--- config.mk ---
export PLATFORM = sky130hd
export DESIGN_NAME = rn_top
export DESIGN_NICKNAME = d
export VERILOG_FILES = /design/src/common/rn_pkg.sv /design/src/hdl/priority_encoder.sv /design/src/rename/rn_fl.sv /design/src/rename/rn_rat.sv /design/src/rename/rn_top.sv
export SDC_FILE = /design/constraint.sdc
export NUM_CORES = 2
export LEC_CHECK = 0
export BUFFER_PORTS_ARGS = -buffer_cell sky130_fd_sc_hd__buf_2
export CAP_MARGIN = 0
export CORE_MARGIN = 5
export CORE_UTILIZATION = 42
export DETAILED_ROUTE_END_ITERATION = 10
export SLEW_MARGIN = 20
export SYNTH_ARGS = -nofsm -noshare
export SYNTH_HDL_FRONTEND = slang
export SYNTH_SLANG_ARGS = --single-unit
--- constraint.sdc ---
create_clock -name clk -period 6.4 [get_ports clk]
set_input_delay 0.32 -clock clk [delete_from_list [all_inputs] [get_ports clk]]
set_output_delay 0.32 -clock clk [all_outputs]
set_load 0.05 [all_outputs]
--- src/common/rn_pkg.sv ---
// Rename stage types and widths
package rn_pkg;

   localparam int RN_IW     = 2;                 // Rename slots per cycle
   localparam int RN_CW     = 2;                 // Commit slots per cycle
   localparam int RN_PRF_AW = 6;                 // Physical register index
   localparam int RN_N_PRF  = 1 << RN_PRF_AW;
   localparam int RN_ARF_AW = 5;                 // Architectural register index
   localparam int RN_N_ARF  = 1 << RN_ARF_AW;

   // Upper half free out of reset
   // Lower half is held by the identity map
   localparam logic [RN_N_PRF-1:0] RN_FL_RESET =
      {{(RN_N_PRF-RN_N_ARF){1'b1}}, {RN_N_ARF{1'b0}}};

   // One rename slot from decode
   typedef struct packed
   {
      logic                 valid;
      logic [RN_ARF_AW-1:0] lrs1;             // Source 1
      logic [RN_ARF_AW-1:0] lrs2;             // Source 2
      logic [RN_ARF_AW-1:0] lrd;              // Destination
      logic                 lrd_we;           // Destination written
   } rn_req_t;

   // One renamed slot
   typedef struct packed
   {
      logic [RN_PRF_AW-1:0] prs1;
      logic [RN_PRF_AW-1:0] prs2;
      logic [RN_PRF_AW-1:0] prd;              // Newly taken register
      logic [RN_PRF_AW-1:0] pfree;            // Old mapping of lrd
   } rn_rsp_t;

   // One commit slot from the ROB
   typedef struct packed
   {
      logic                 fire;
      logic                 prd_we;
      logic [RN_ARF_AW-1:0] lrd;
      logic [RN_PRF_AW-1:0] prd;              // Becomes architectural
      logic [RN_PRF_AW-1:0] pfree;            // Released to both lists
   } rn_cmt_t;

endpackage

--- src/hdl/priority_encoder.sv ---
`timescale 1ns/1ps
// Lowest set bit encoder
module priority_encoder
   import rn_pkg::*;
(
   input  logic [RN_N_PRF-1:0]  din,
   output logic [RN_PRF_AW-1:0] dout,
   output logic                 gs
);

   // Scan from the top so the lowest hit is written last
   always_comb
   begin
      dout = '0;                                // Zero when nothing set
      for (int i = RN_N_PRF - 1; i >= 0; i--)
      begin
         if (din[i])
         begin
            dout = RN_PRF_AW'(i);
         end
      end
   end

   assign gs = |din;                            // Any bit set

endmodule

--- src/rename/rn_fl.sv ---
`timescale 1ns/1ps
// Physical register free lists
module rn_fl
   import rn_pkg::*;
(
   input  logic                            clk,
   input  logic                            arst_n,
   input  rn_req_t [RN_IW-1:0]             req,
   input  rn_cmt_t [RN_CW-1:0]             cmt,
   input  logic                            rollback,
   output logic [RN_IW-1:0][RN_PRF_AW-1:0] prd,
   output logic [RN_IW-1:0]                alloc,
   output logic                            stall
);

   logic [RN_N_PRF-1:0] fl_q;                   // Speculative list, 1 = free
   logic [RN_N_PRF-1:0] afl_q;                  // Architectural list
   logic [RN_N_PRF-1:0] fl_nxt;
   logic [RN_N_PRF-1:0] afl_nxt;
   logic [RN_N_PRF-1:0] cand [RN_IW];           // Encoder input per slot
   logic [RN_IW-1:0]    gs;                     // Slot found a free register
   logic [RN_IW-1:0]    wr;                     // Slot wants a destination
   logic [RN_N_PRF-1:0] alloc_mask;             // Bits taken this cycle
   logic [RN_N_PRF-1:0] free_mask;              // Bits released at commit

   // Each later slot sees the list minus the picks before it
   genvar g;
   generate
      for (g = 0; g < RN_IW; g++)
      begin : gen_pick
         if (g == 0)
         begin : gen_first
            assign cand[g] = fl_q;
         end
         else
         begin : gen_next
            assign cand[g] = cand[g-1] & ~(RN_N_PRF'(1) << prd[g-1]);
         end

         priority_encoder penc (
            .din  (cand[g]),
            .dout (prd[g]),
            .gs   (gs[g])
         );

         assign wr[g] = req[g].valid & req[g].lrd_we;
      end
   endgenerate

   // Whole group waits if any writer comes up empty
   assign stall = |(wr & ~gs);
   assign alloc = wr & {RN_IW{~stall & ~rollback}};

   always_comb
   begin
      alloc_mask = '0;
      free_mask  = '0;
      afl_nxt    = afl_q;
      for (int i = 0; i < RN_IW; i++)
      begin
         if (alloc[i])
         begin
            alloc_mask = alloc_mask | (RN_N_PRF'(1) << prd[i]);
         end
      end
      for (int i = 0; i < RN_CW; i++)
      begin
         if (cmt[i].fire && cmt[i].prd_we)
         begin
            free_mask = free_mask | (RN_N_PRF'(1) << cmt[i].pfree);
            afl_nxt   = afl_nxt & ~(RN_N_PRF'(1) << cmt[i].prd);   // Now architectural
            afl_nxt   = afl_nxt | (RN_N_PRF'(1) << cmt[i].pfree);  // Old value dies
         end
      end
      fl_nxt = (fl_q & ~alloc_mask) | free_mask;
   end

   always_ff @(posedge clk or negedge arst_n)
   begin
      if (!arst_n)
      begin
         fl_q  <= RN_FL_RESET;
         afl_q <= RN_FL_RESET;
      end
      else
      begin
         fl_q  <= rollback ? afl_q : fl_nxt;    // Restore on flush
         afl_q <= afl_nxt;                      // Commits only
      end
   end

   // Decode picks and ROB frees must not overlap
   a_alloc_free: assert property (@(posedge clk) disable iff (!arst_n)
      (alloc_mask & free_mask) == '0)
      else $error("rn_fl: register allocated and freed in one cycle");

   // p0 stays bound to x0 in both lists
   a_p0_busy: assert property (@(posedge clk) disable iff (!arst_n)
      !fl_q[0] && !afl_q[0])
      else $error("rn_fl: physical register 0 marked free");

   a_rb_cmt: assert property (@(posedge clk) disable iff (!arst_n)
      rollback |-> !(cmt[0].fire || cmt[1].fire))
      else $error("rn_fl: rollback together with commit");

endmodule

--- src/rename/rn_rat.sv ---
`timescale 1ns/1ps
// Register alias tables
module rn_rat
   import rn_pkg::*;
(
   input  logic                            clk,
   input  logic                            arst_n,
   input  rn_req_t [RN_IW-1:0]             req,
   input  logic [RN_IW-1:0][RN_PRF_AW-1:0] prd,
   input  logic [RN_IW-1:0]                alloc,
   input  rn_cmt_t [RN_CW-1:0]             cmt,
   input  logic                            rollback,
   output rn_rsp_t [RN_IW-1:0]             rsp
);

   logic [RN_PRF_AW-1:0] smap [RN_N_ARF];       // Speculative table
   logic [RN_PRF_AW-1:0] amap [RN_N_ARF];       // Architectural table

   // Lookup with bypass from older slots in the group
   always_comb
   begin
      for (int i = 0; i < RN_IW; i++)
      begin
         rsp[i].prs1  = smap[req[i].lrs1];
         rsp[i].prs2  = smap[req[i].lrs2];
         rsp[i].pfree = smap[req[i].lrd];       // Old mapping
         rsp[i].prd   = prd[i];                 // From the free list
         for (int j = 0; j < i; j++)
         begin
            // Youngest older writer wins
            if (req[j].valid && req[j].lrd_we)
            begin
               if (req[i].lrs1 == req[j].lrd)
               begin
                  rsp[i].prs1 = prd[j];
               end
               if (req[i].lrs2 == req[j].lrd)
               begin
                  rsp[i].prs2 = prd[j];
               end
               if (req[i].lrd == req[j].lrd)
               begin
                  rsp[i].pfree = prd[j];        // Freed when this slot commits
               end
            end
         end
      end
   end

   // Speculative table
   always_ff @(posedge clk or negedge arst_n)
   begin
      if (!arst_n)
      begin
         for (int n = 0; n < RN_N_ARF; n++)
         begin
            smap[n] <= RN_PRF_AW'(n);           // Identity map
         end
      end
      else if (rollback)
      begin
         for (int n = 0; n < RN_N_ARF; n++)
         begin
            smap[n] <= amap[n];                 // Whole table in one cycle
         end
      end
      else
      begin
         for (int i = 0; i < RN_IW; i++)
         begin
            if (alloc[i])
            begin
               smap[req[i].lrd] <= prd[i];      // Later slot overrides
            end
         end
      end
   end

   // Architectural table
   always_ff @(posedge clk or negedge arst_n)
   begin
      if (!arst_n)
      begin
         for (int n = 0; n < RN_N_ARF; n++)
         begin
            amap[n] <= RN_PRF_AW'(n);
         end
      end
      else
      begin
         for (int i = 0; i < RN_CW; i++)
         begin
            if (cmt[i].fire && cmt[i].prd_we)
            begin
               amap[cmt[i].lrd] <= cmt[i].prd;  // Slot order
            end
         end
      end
   end

   // x0 never renamed
   genvar g;
   generate
      for (g = 0; g < RN_IW; g++)
      begin : gen_chk
         a_no_x0: assert property (@(posedge clk) disable iff (!arst_n)
            (req[g].valid && req[g].lrd_we) |-> (req[g].lrd != '0))
            else $error("rn_rat: slot %0d writes x0", g);
      end
   endgenerate

   // Free list must hold off allocation during a flush
   a_rb_alloc: assert property (@(posedge clk) disable iff (!arst_n)
      rollback |-> (alloc == '0))
      else $error("rn_rat: allocation during rollback");

endmodule

--- src/rename/rn_top.sv ---
`timescale 1ns/1ps
// Register rename stage
module rn_top
   import rn_pkg::*;
(
   input  logic                clk,
   input  logic                arst_n,
   input  rn_req_t [RN_IW-1:0] req,
   input  rn_cmt_t [RN_CW-1:0] cmt,
   input  logic                rollback,
   output rn_rsp_t [RN_IW-1:0] rsp,
   output logic                stall
);

   // Free list to alias table
   logic [RN_IW-1:0][RN_PRF_AW-1:0] fl_prd;     // Picked register per slot
   logic [RN_IW-1:0]                fl_alloc;   // Slot consumed this cycle

   // Allocation and stall
   rn_fl fl0 (
      .clk      (clk),
      .arst_n   (arst_n),
      .req      (req),
      .cmt      (cmt),
      .rollback (rollback),
      .prd      (fl_prd),
      .alloc    (fl_alloc),
      .stall    (stall)
   );

   // Lookup and table update
   // prd rides through the table block into rsp
   rn_rat rat0 (
      .clk      (clk),
      .arst_n   (arst_n),
      .req      (req),
      .prd      (fl_prd),
      .alloc    (fl_alloc),
      .cmt      (cmt),
      .rollback (rollback),
      .rsp      (rsp)
   );

endmodule

After elaboration in Yosys (flattened, before gate mapping). Cells that the tools add are included. Widths: inputs -> output; s select.

Magnitude comparators: 12. Equal/unequal tests: 3. Shift operators: 6. Multiplexer cells: 176. Bitwise gates (word level): 29. Reductions and logical operators: 10.

Operators by type and width (number): $mux 192 (6); $mux 6 (148); $bwmux 192 (4); $mux 64 (7); $shl 1x6->64 const A (6); $or 64x64->64 (5); $and 64x64->64 (4); $not 64->64 (4); $bmux 6 s5 (6); $reduce_or 64->1 (2); $demux 6 s5 (4); $ge 6x6->1 const B (8); $not 5->6 (8); $lt 6x1->1 const B (4); $eq 5x5->1 (3); $mux 12 (1); $logic_and 1x1->1 (7); $and 2x2->2 (2); $and 1x1->1 (3); $not 1->1 (2); $not 2->2 (1); $reduce_or 2->1 (1).

Register bits after elaboration: 512. Output and inout port bits: 49. Logic and storage cells: 302.

Logic depth before layout (Yosys ltp).
Depth in word-level cells: 138. Mapped depth: 20. Gate-level depth less buffers: 15.

Modules after synthesis. Synthesis repeated with hierarchy kept, for this count alone.

Cells, all modules: 4302. Area total of the unflattened synthesis: 40719.1 µm².

Modules (own cells, without submodules): rn_rat (times used 1, cells an instance 3037, area an instance 30456.7 µm², sequential area each 9809.4 µm²); rn_fl (times used 1, cells an instance 975, area an instance 8488.1 µm², sequential area each 3283.1 µm²); priority_encoder (times used 2, cells an instance 145, area an instance 887.1 µm², sequential area each 0.0 µm²).

Worst setup path after synthesis. Ideal clock, no wire load.

Kind: register to output. Start point: register fl0.fl_q[0]. End point: output stall. Arrival: 4.660 ns. Required time: 6.080 ns. Slack: 1.420 ns. Cell stages (with the launch flop): 15. Path through: dfrtp_1 > buf_4 > or4_4 > nor4_2 > nand2_2 > or3_1 > buf_4 > o31ai_1 > o311a_1 > or3b_4 > nor4b_4 > nand2_1 > buf_2 > buf_2 > o22ai_1.

Longest elaborated chain between the ends: 8. Elaborated cells between the ends (all ways): 9.

RTL lines: from (decl) (line rn_fl.sv:16) `logic [RN_N_PRF-1:0] fl_q;`; from (signal assigned) (line rn_fl.sv:87) `fl_q <= rollback ? afl_q : fl_nxt;`; $mux 6 (line priority_encoder.sv:17) `if (din[i])`; $shl 1x6->64 (line rn_fl.sv:37) `assign cand[g] = cand[g-1] & ~(RN_N_PRF'(1) << prd[g-1]);`; $not 64->64 (line rn_fl.sv:37); $and 64x64->64 (line rn_fl.sv:37); $reduce_or 64->1 (line priority_encoder.sv:24) `assign gs = |din;`; $not 2->2 * (line rn_fl.sv:51) `assign stall = |(wr & ~gs);`; $and 2x2->2 * (line rn_fl.sv:51); $reduce_or 2->1 * (line rn_fl.sv:51); to (decl) (line rn_top.sv:12) `output logic stall`.

Mark *: on every way between the ends. The rest lies on a longest branch, timed or not.

Worst setup path in the final report.
Start point: register fl0.fl_q[55]. End point: output stall.

Longest elaborated chain between the ends: 63. Elaborated cells between the ends (all ways): 64.

RTL lines (line): $mux 6 (56 in series) (priority_encoder.sv:17); $shl 1x6->64 (rn_fl.sv:37); $not 64->64 (rn_fl.sv:37); $and 64x64->64 (rn_fl.sv:37); $reduce_or 64->1 (priority_encoder.sv:24); $not 2->2 * (rn_fl.sv:51); $and 2x2->2 * (rn_fl.sv:51); $reduce_or 2->1 * (rn_fl.sv:51).

Marks and branches as above.

==> impl_metrics.ini <==
[outcome]
status = finished clean

[layout]
nFillCells = 8880
area_growth_pct = 9.70
nets = 4076
layout-drive-gt1-share_pct = 26.3
multiInputGateArea_sq_mm = 0.0256
stdcell_area_sq_mm = 0.0442
finalCoreUtilization_pct = 46.5
final_common_cell = mux2i_1
seqCellArea_sq_mm = 0.0131
layout_common_cells = mux2i_1, nand2_1, o21ai_0

[worst_setup_path]
path_class = reg -> out
cp.arrival_ns = 6.06
reg2reg_from = fl0.fl_q[55]$_DFF_PN1_
rrSetupSlack_ns = 0.45
crit_fanout = 26
cp-end-kind = output port
cp.required_ns = 6.08
reg2regPathDepth = 15
timing.rr.end = rat0.smap[74]$_DFF_PN0_
cp-start-kind = register

[pwr]
intPower_mw = 8.00
p_per_area_mw_per_mm2 = 300
leakagePower_nw = 16.9
switching_share_pct = 39.8
comb_power_share_pct = 32.4
pwr-share-seq_pct = 40.2
net-switching-power_mw = 5.29
pwr-share-clk_pct = 27.4
vdd_drop_max_mv = 0.188

[floorplan]
ios = 124
die_h_um = 320
rows = 113
die-width_um = 320
start_util_pct = 42.4
dieArea_sq_mm = 0.102
core_area_sq_mm = 0.0952

[synth]
syn_area_sq_mm = 0.0403
synth_nets = 4149
ys_async_sr_fraction_pct = 100
synthFlopType = dfrtp_1
synth-edff-count = 0
syn_inst = 4074
synth_area_leaders = mux4_2, dfrtp_1, dfstp_2
synth.distinct_cells = 110
yosysTopAreaCell = mux4_2
yosysSeqAreaShare_pct = 32.5
ys_warn_count = 0
netlist.area_leader.share_pct = 18.8
ys_ff_latch = 512
avgSynthCellArea_sq_um = 9.90

[grt]
grt_util_met3_pct = 16.7
grt_pass1_vias = 36700
top_usage_layer = met1
gr-usage-met1_pct = 50.0
use_met2_pct = 48.3
antenna_found_initial = 13
grt_overflow = 0
grt_use_total_pct = 36.1
grt_pass1_wl_um = 274000
grt_max_degree = 177

[cts]
cts_tree = built
cts-htree-levels = 2
clkLatencyLatePin_ns = 0.68
clockBufferDepth = 3
cts-buffers-inserted = 61
root_buffer = clkbuf_16
cts.sink_count = 512
clk_pin_slew_worst_paths_ns = 0.07
post_cts.repair.setup_buffers = 0

[drt]
drc = 0
wl_per_cell_um = 36.3
route.vias.total = 39500
via_per_inst = 7.42
ant_nets = 0
drtPass1Iterations = 6
routed_wl_um = 193000
drtIter0Drc = 6700

[timing]
period_share_pct = 99.7
hold_viol = 0
max_freq_ghz = 0.157
skew_ns = 0.0417
period_needed_ns = 6.38
final-setup-viol-count = 0
final_max_slew_viol_count = 0
worst_pin_slew_ns = 1.24
rsz0062_at_grt = yes
maxSlewHeadroom_pct = 17.2
tns_ns = 0

[placed_design]
dpl_cell_area_sq_mm = 0.0421
place.gp.congestion = 1.09
dpl.hpwl_um = 133000
port_buffers = 123

[min_path]
whs_path_depth = 2
min_path_type = in -> reg
hp-start = cmt[21]
min_to = fl0.afl_q[55]$_DFF_PN1_

[flow_run]
cap_violations = 0
## area by class of cell
cell class / instances / share of cell area (%)
inverter: 37 / 0.331
clock inverter: 36 / 0.829
antenna: 6 / 0.0339
clock buffer: 79 / 3.83
sequential: 512 / 29.6
multi-input combinational: 3135 / 57.9
timing repair buffer: 254 / 3.87
tap: 1265 / 3.58
## flip-flops by register name, indices dropped and copies added (netlist names)
signal     cells
rat0.amap    192
rat0.smap    192
fl0.afl_q     64
fl0.fl_q      64
## power by group through the flow
stage               clock network (mW)  logic, mW  registers (mW)
floorplan                            0       2.93            4.64
global placement                     0       4.14            5.22
detailed placement                   0       4.16            5.24
CTS                               3.65       4.17            5.20
global route                      3.78       4.47            5.34
finish                            3.64       4.30            5.35
## layer usage
layer / wire (um) / vias to the layer above
met4: 10400 / 12
met1: 73600 / 19600
met5: 84 / -
met2: 76200 / 3444
met3: 32900 / 622
li1: - / 15800
## worst max-delay path by stage
stage                                 from                 endpoint  slack, ns  depth (start not counted)
finish              fl0.fl_q[55]$_DFF_PN1_                    stall       0.02                         15
global route        fl0.fl_q[56]$_DFF_PN1_                    stall      -0.05                         15
CTS                 fl0.fl_q[56]$_DFF_PN1_                    stall       0.05                         15
detailed placement  fl0.fl_q[31]$_DFF_PN0_  rat0.smap[74]$_DFF_PN0_       0.45                         15
global placement    fl0.fl_q[31]$_DFF_PN0_   fl0.fl_q[44]$_DFF_PN1_       0.21                         17
floorplan            fl0.fl_q[0]$_DFF_PN0_                    stall       1.42                         14
## Yosys cell counts, types with 17 or more instances
master / instances
a211oi_1: 20
a21o_1: 17
a21oi_1: 262
a221o_1: 38
a221oi_1: 25
a22o_1: 51
a22oi_1: 40
a31oi_1: 42
and2_1: 34
and3_1: 23
buf_1: 51
clkbuf_1: 301
dfrtp_1: 288
dfstp_2: 224
inv_1: 32
mux2_2: 51
mux2i_1: 363
mux4_2: 336
nand2_1: 353
nand2b_1: 23
nand3_1: 76
nand4_1: 47
nor2_1: 317
nor2b_1: 31
nor3_1: 49
nor4_1: 49
o211ai_1: 67
o21a_1: 18
o21ai_0: 339
o221ai_1: 44
o22ai_1: 116
o31ai_1: 30
or3_1: 30
## stage by stage
step / cells / worst slack (ns) / hold WS, ns / power (mW)
2_1_floorplan: 4074 / 1.42 / 0.0244 / 7.57
3_3_place_gp: 5201 / 0.213 / 0.405 / 9.36
3_5_place_dp: 5201 / 0.452 / 0.406 / 9.40
4_1_cts: 5317 / 0.0524 / 0.00162 / 13.0
5_1_grt: 5319 / -0.0540 / 0.0242 / 13.6
6_report: 5324 / 0.0178 / 0.0247 / 13.3
## what timing repair did
action / CTS / global route
endpoints found under the hold margin: 33 / 0
hold buffers: 1 / 0
endpoints found under the setup margin: 3 / 5
pin swaps: 0 / 1
resized for setup: 1 / 4
## cells by family after synthesis
family	Yosys count	synth area share (%)
AO/OA/AOI/OAI	1234	19.8
AND/OR/NAND/NOR	1126	13.5
multiplexers	760	29.5
flip-flops	512	32.5
buffers and inverters	427	4.37
XOR/XNOR	15	0.326
## critical path, cell delays in order (launching register included)
cell and delay, ns:
dfstp_2 0.43, nor4_1 0.51, o211ai_1 0.27, a21oi_1 0.27
o22a_2 0.45, nand3_1 0.34, buf_4 0.31, o31ai_1 0.46
nand2_1 0.16, or4_4 0.61, nor4b_4 0.33, buf_4 0.23
nand2_1 0.06, buf_4 0.26, o22ai_1 0.34, buf_2 0.34
Note: power is estimated with default switching activity, not from simulation.
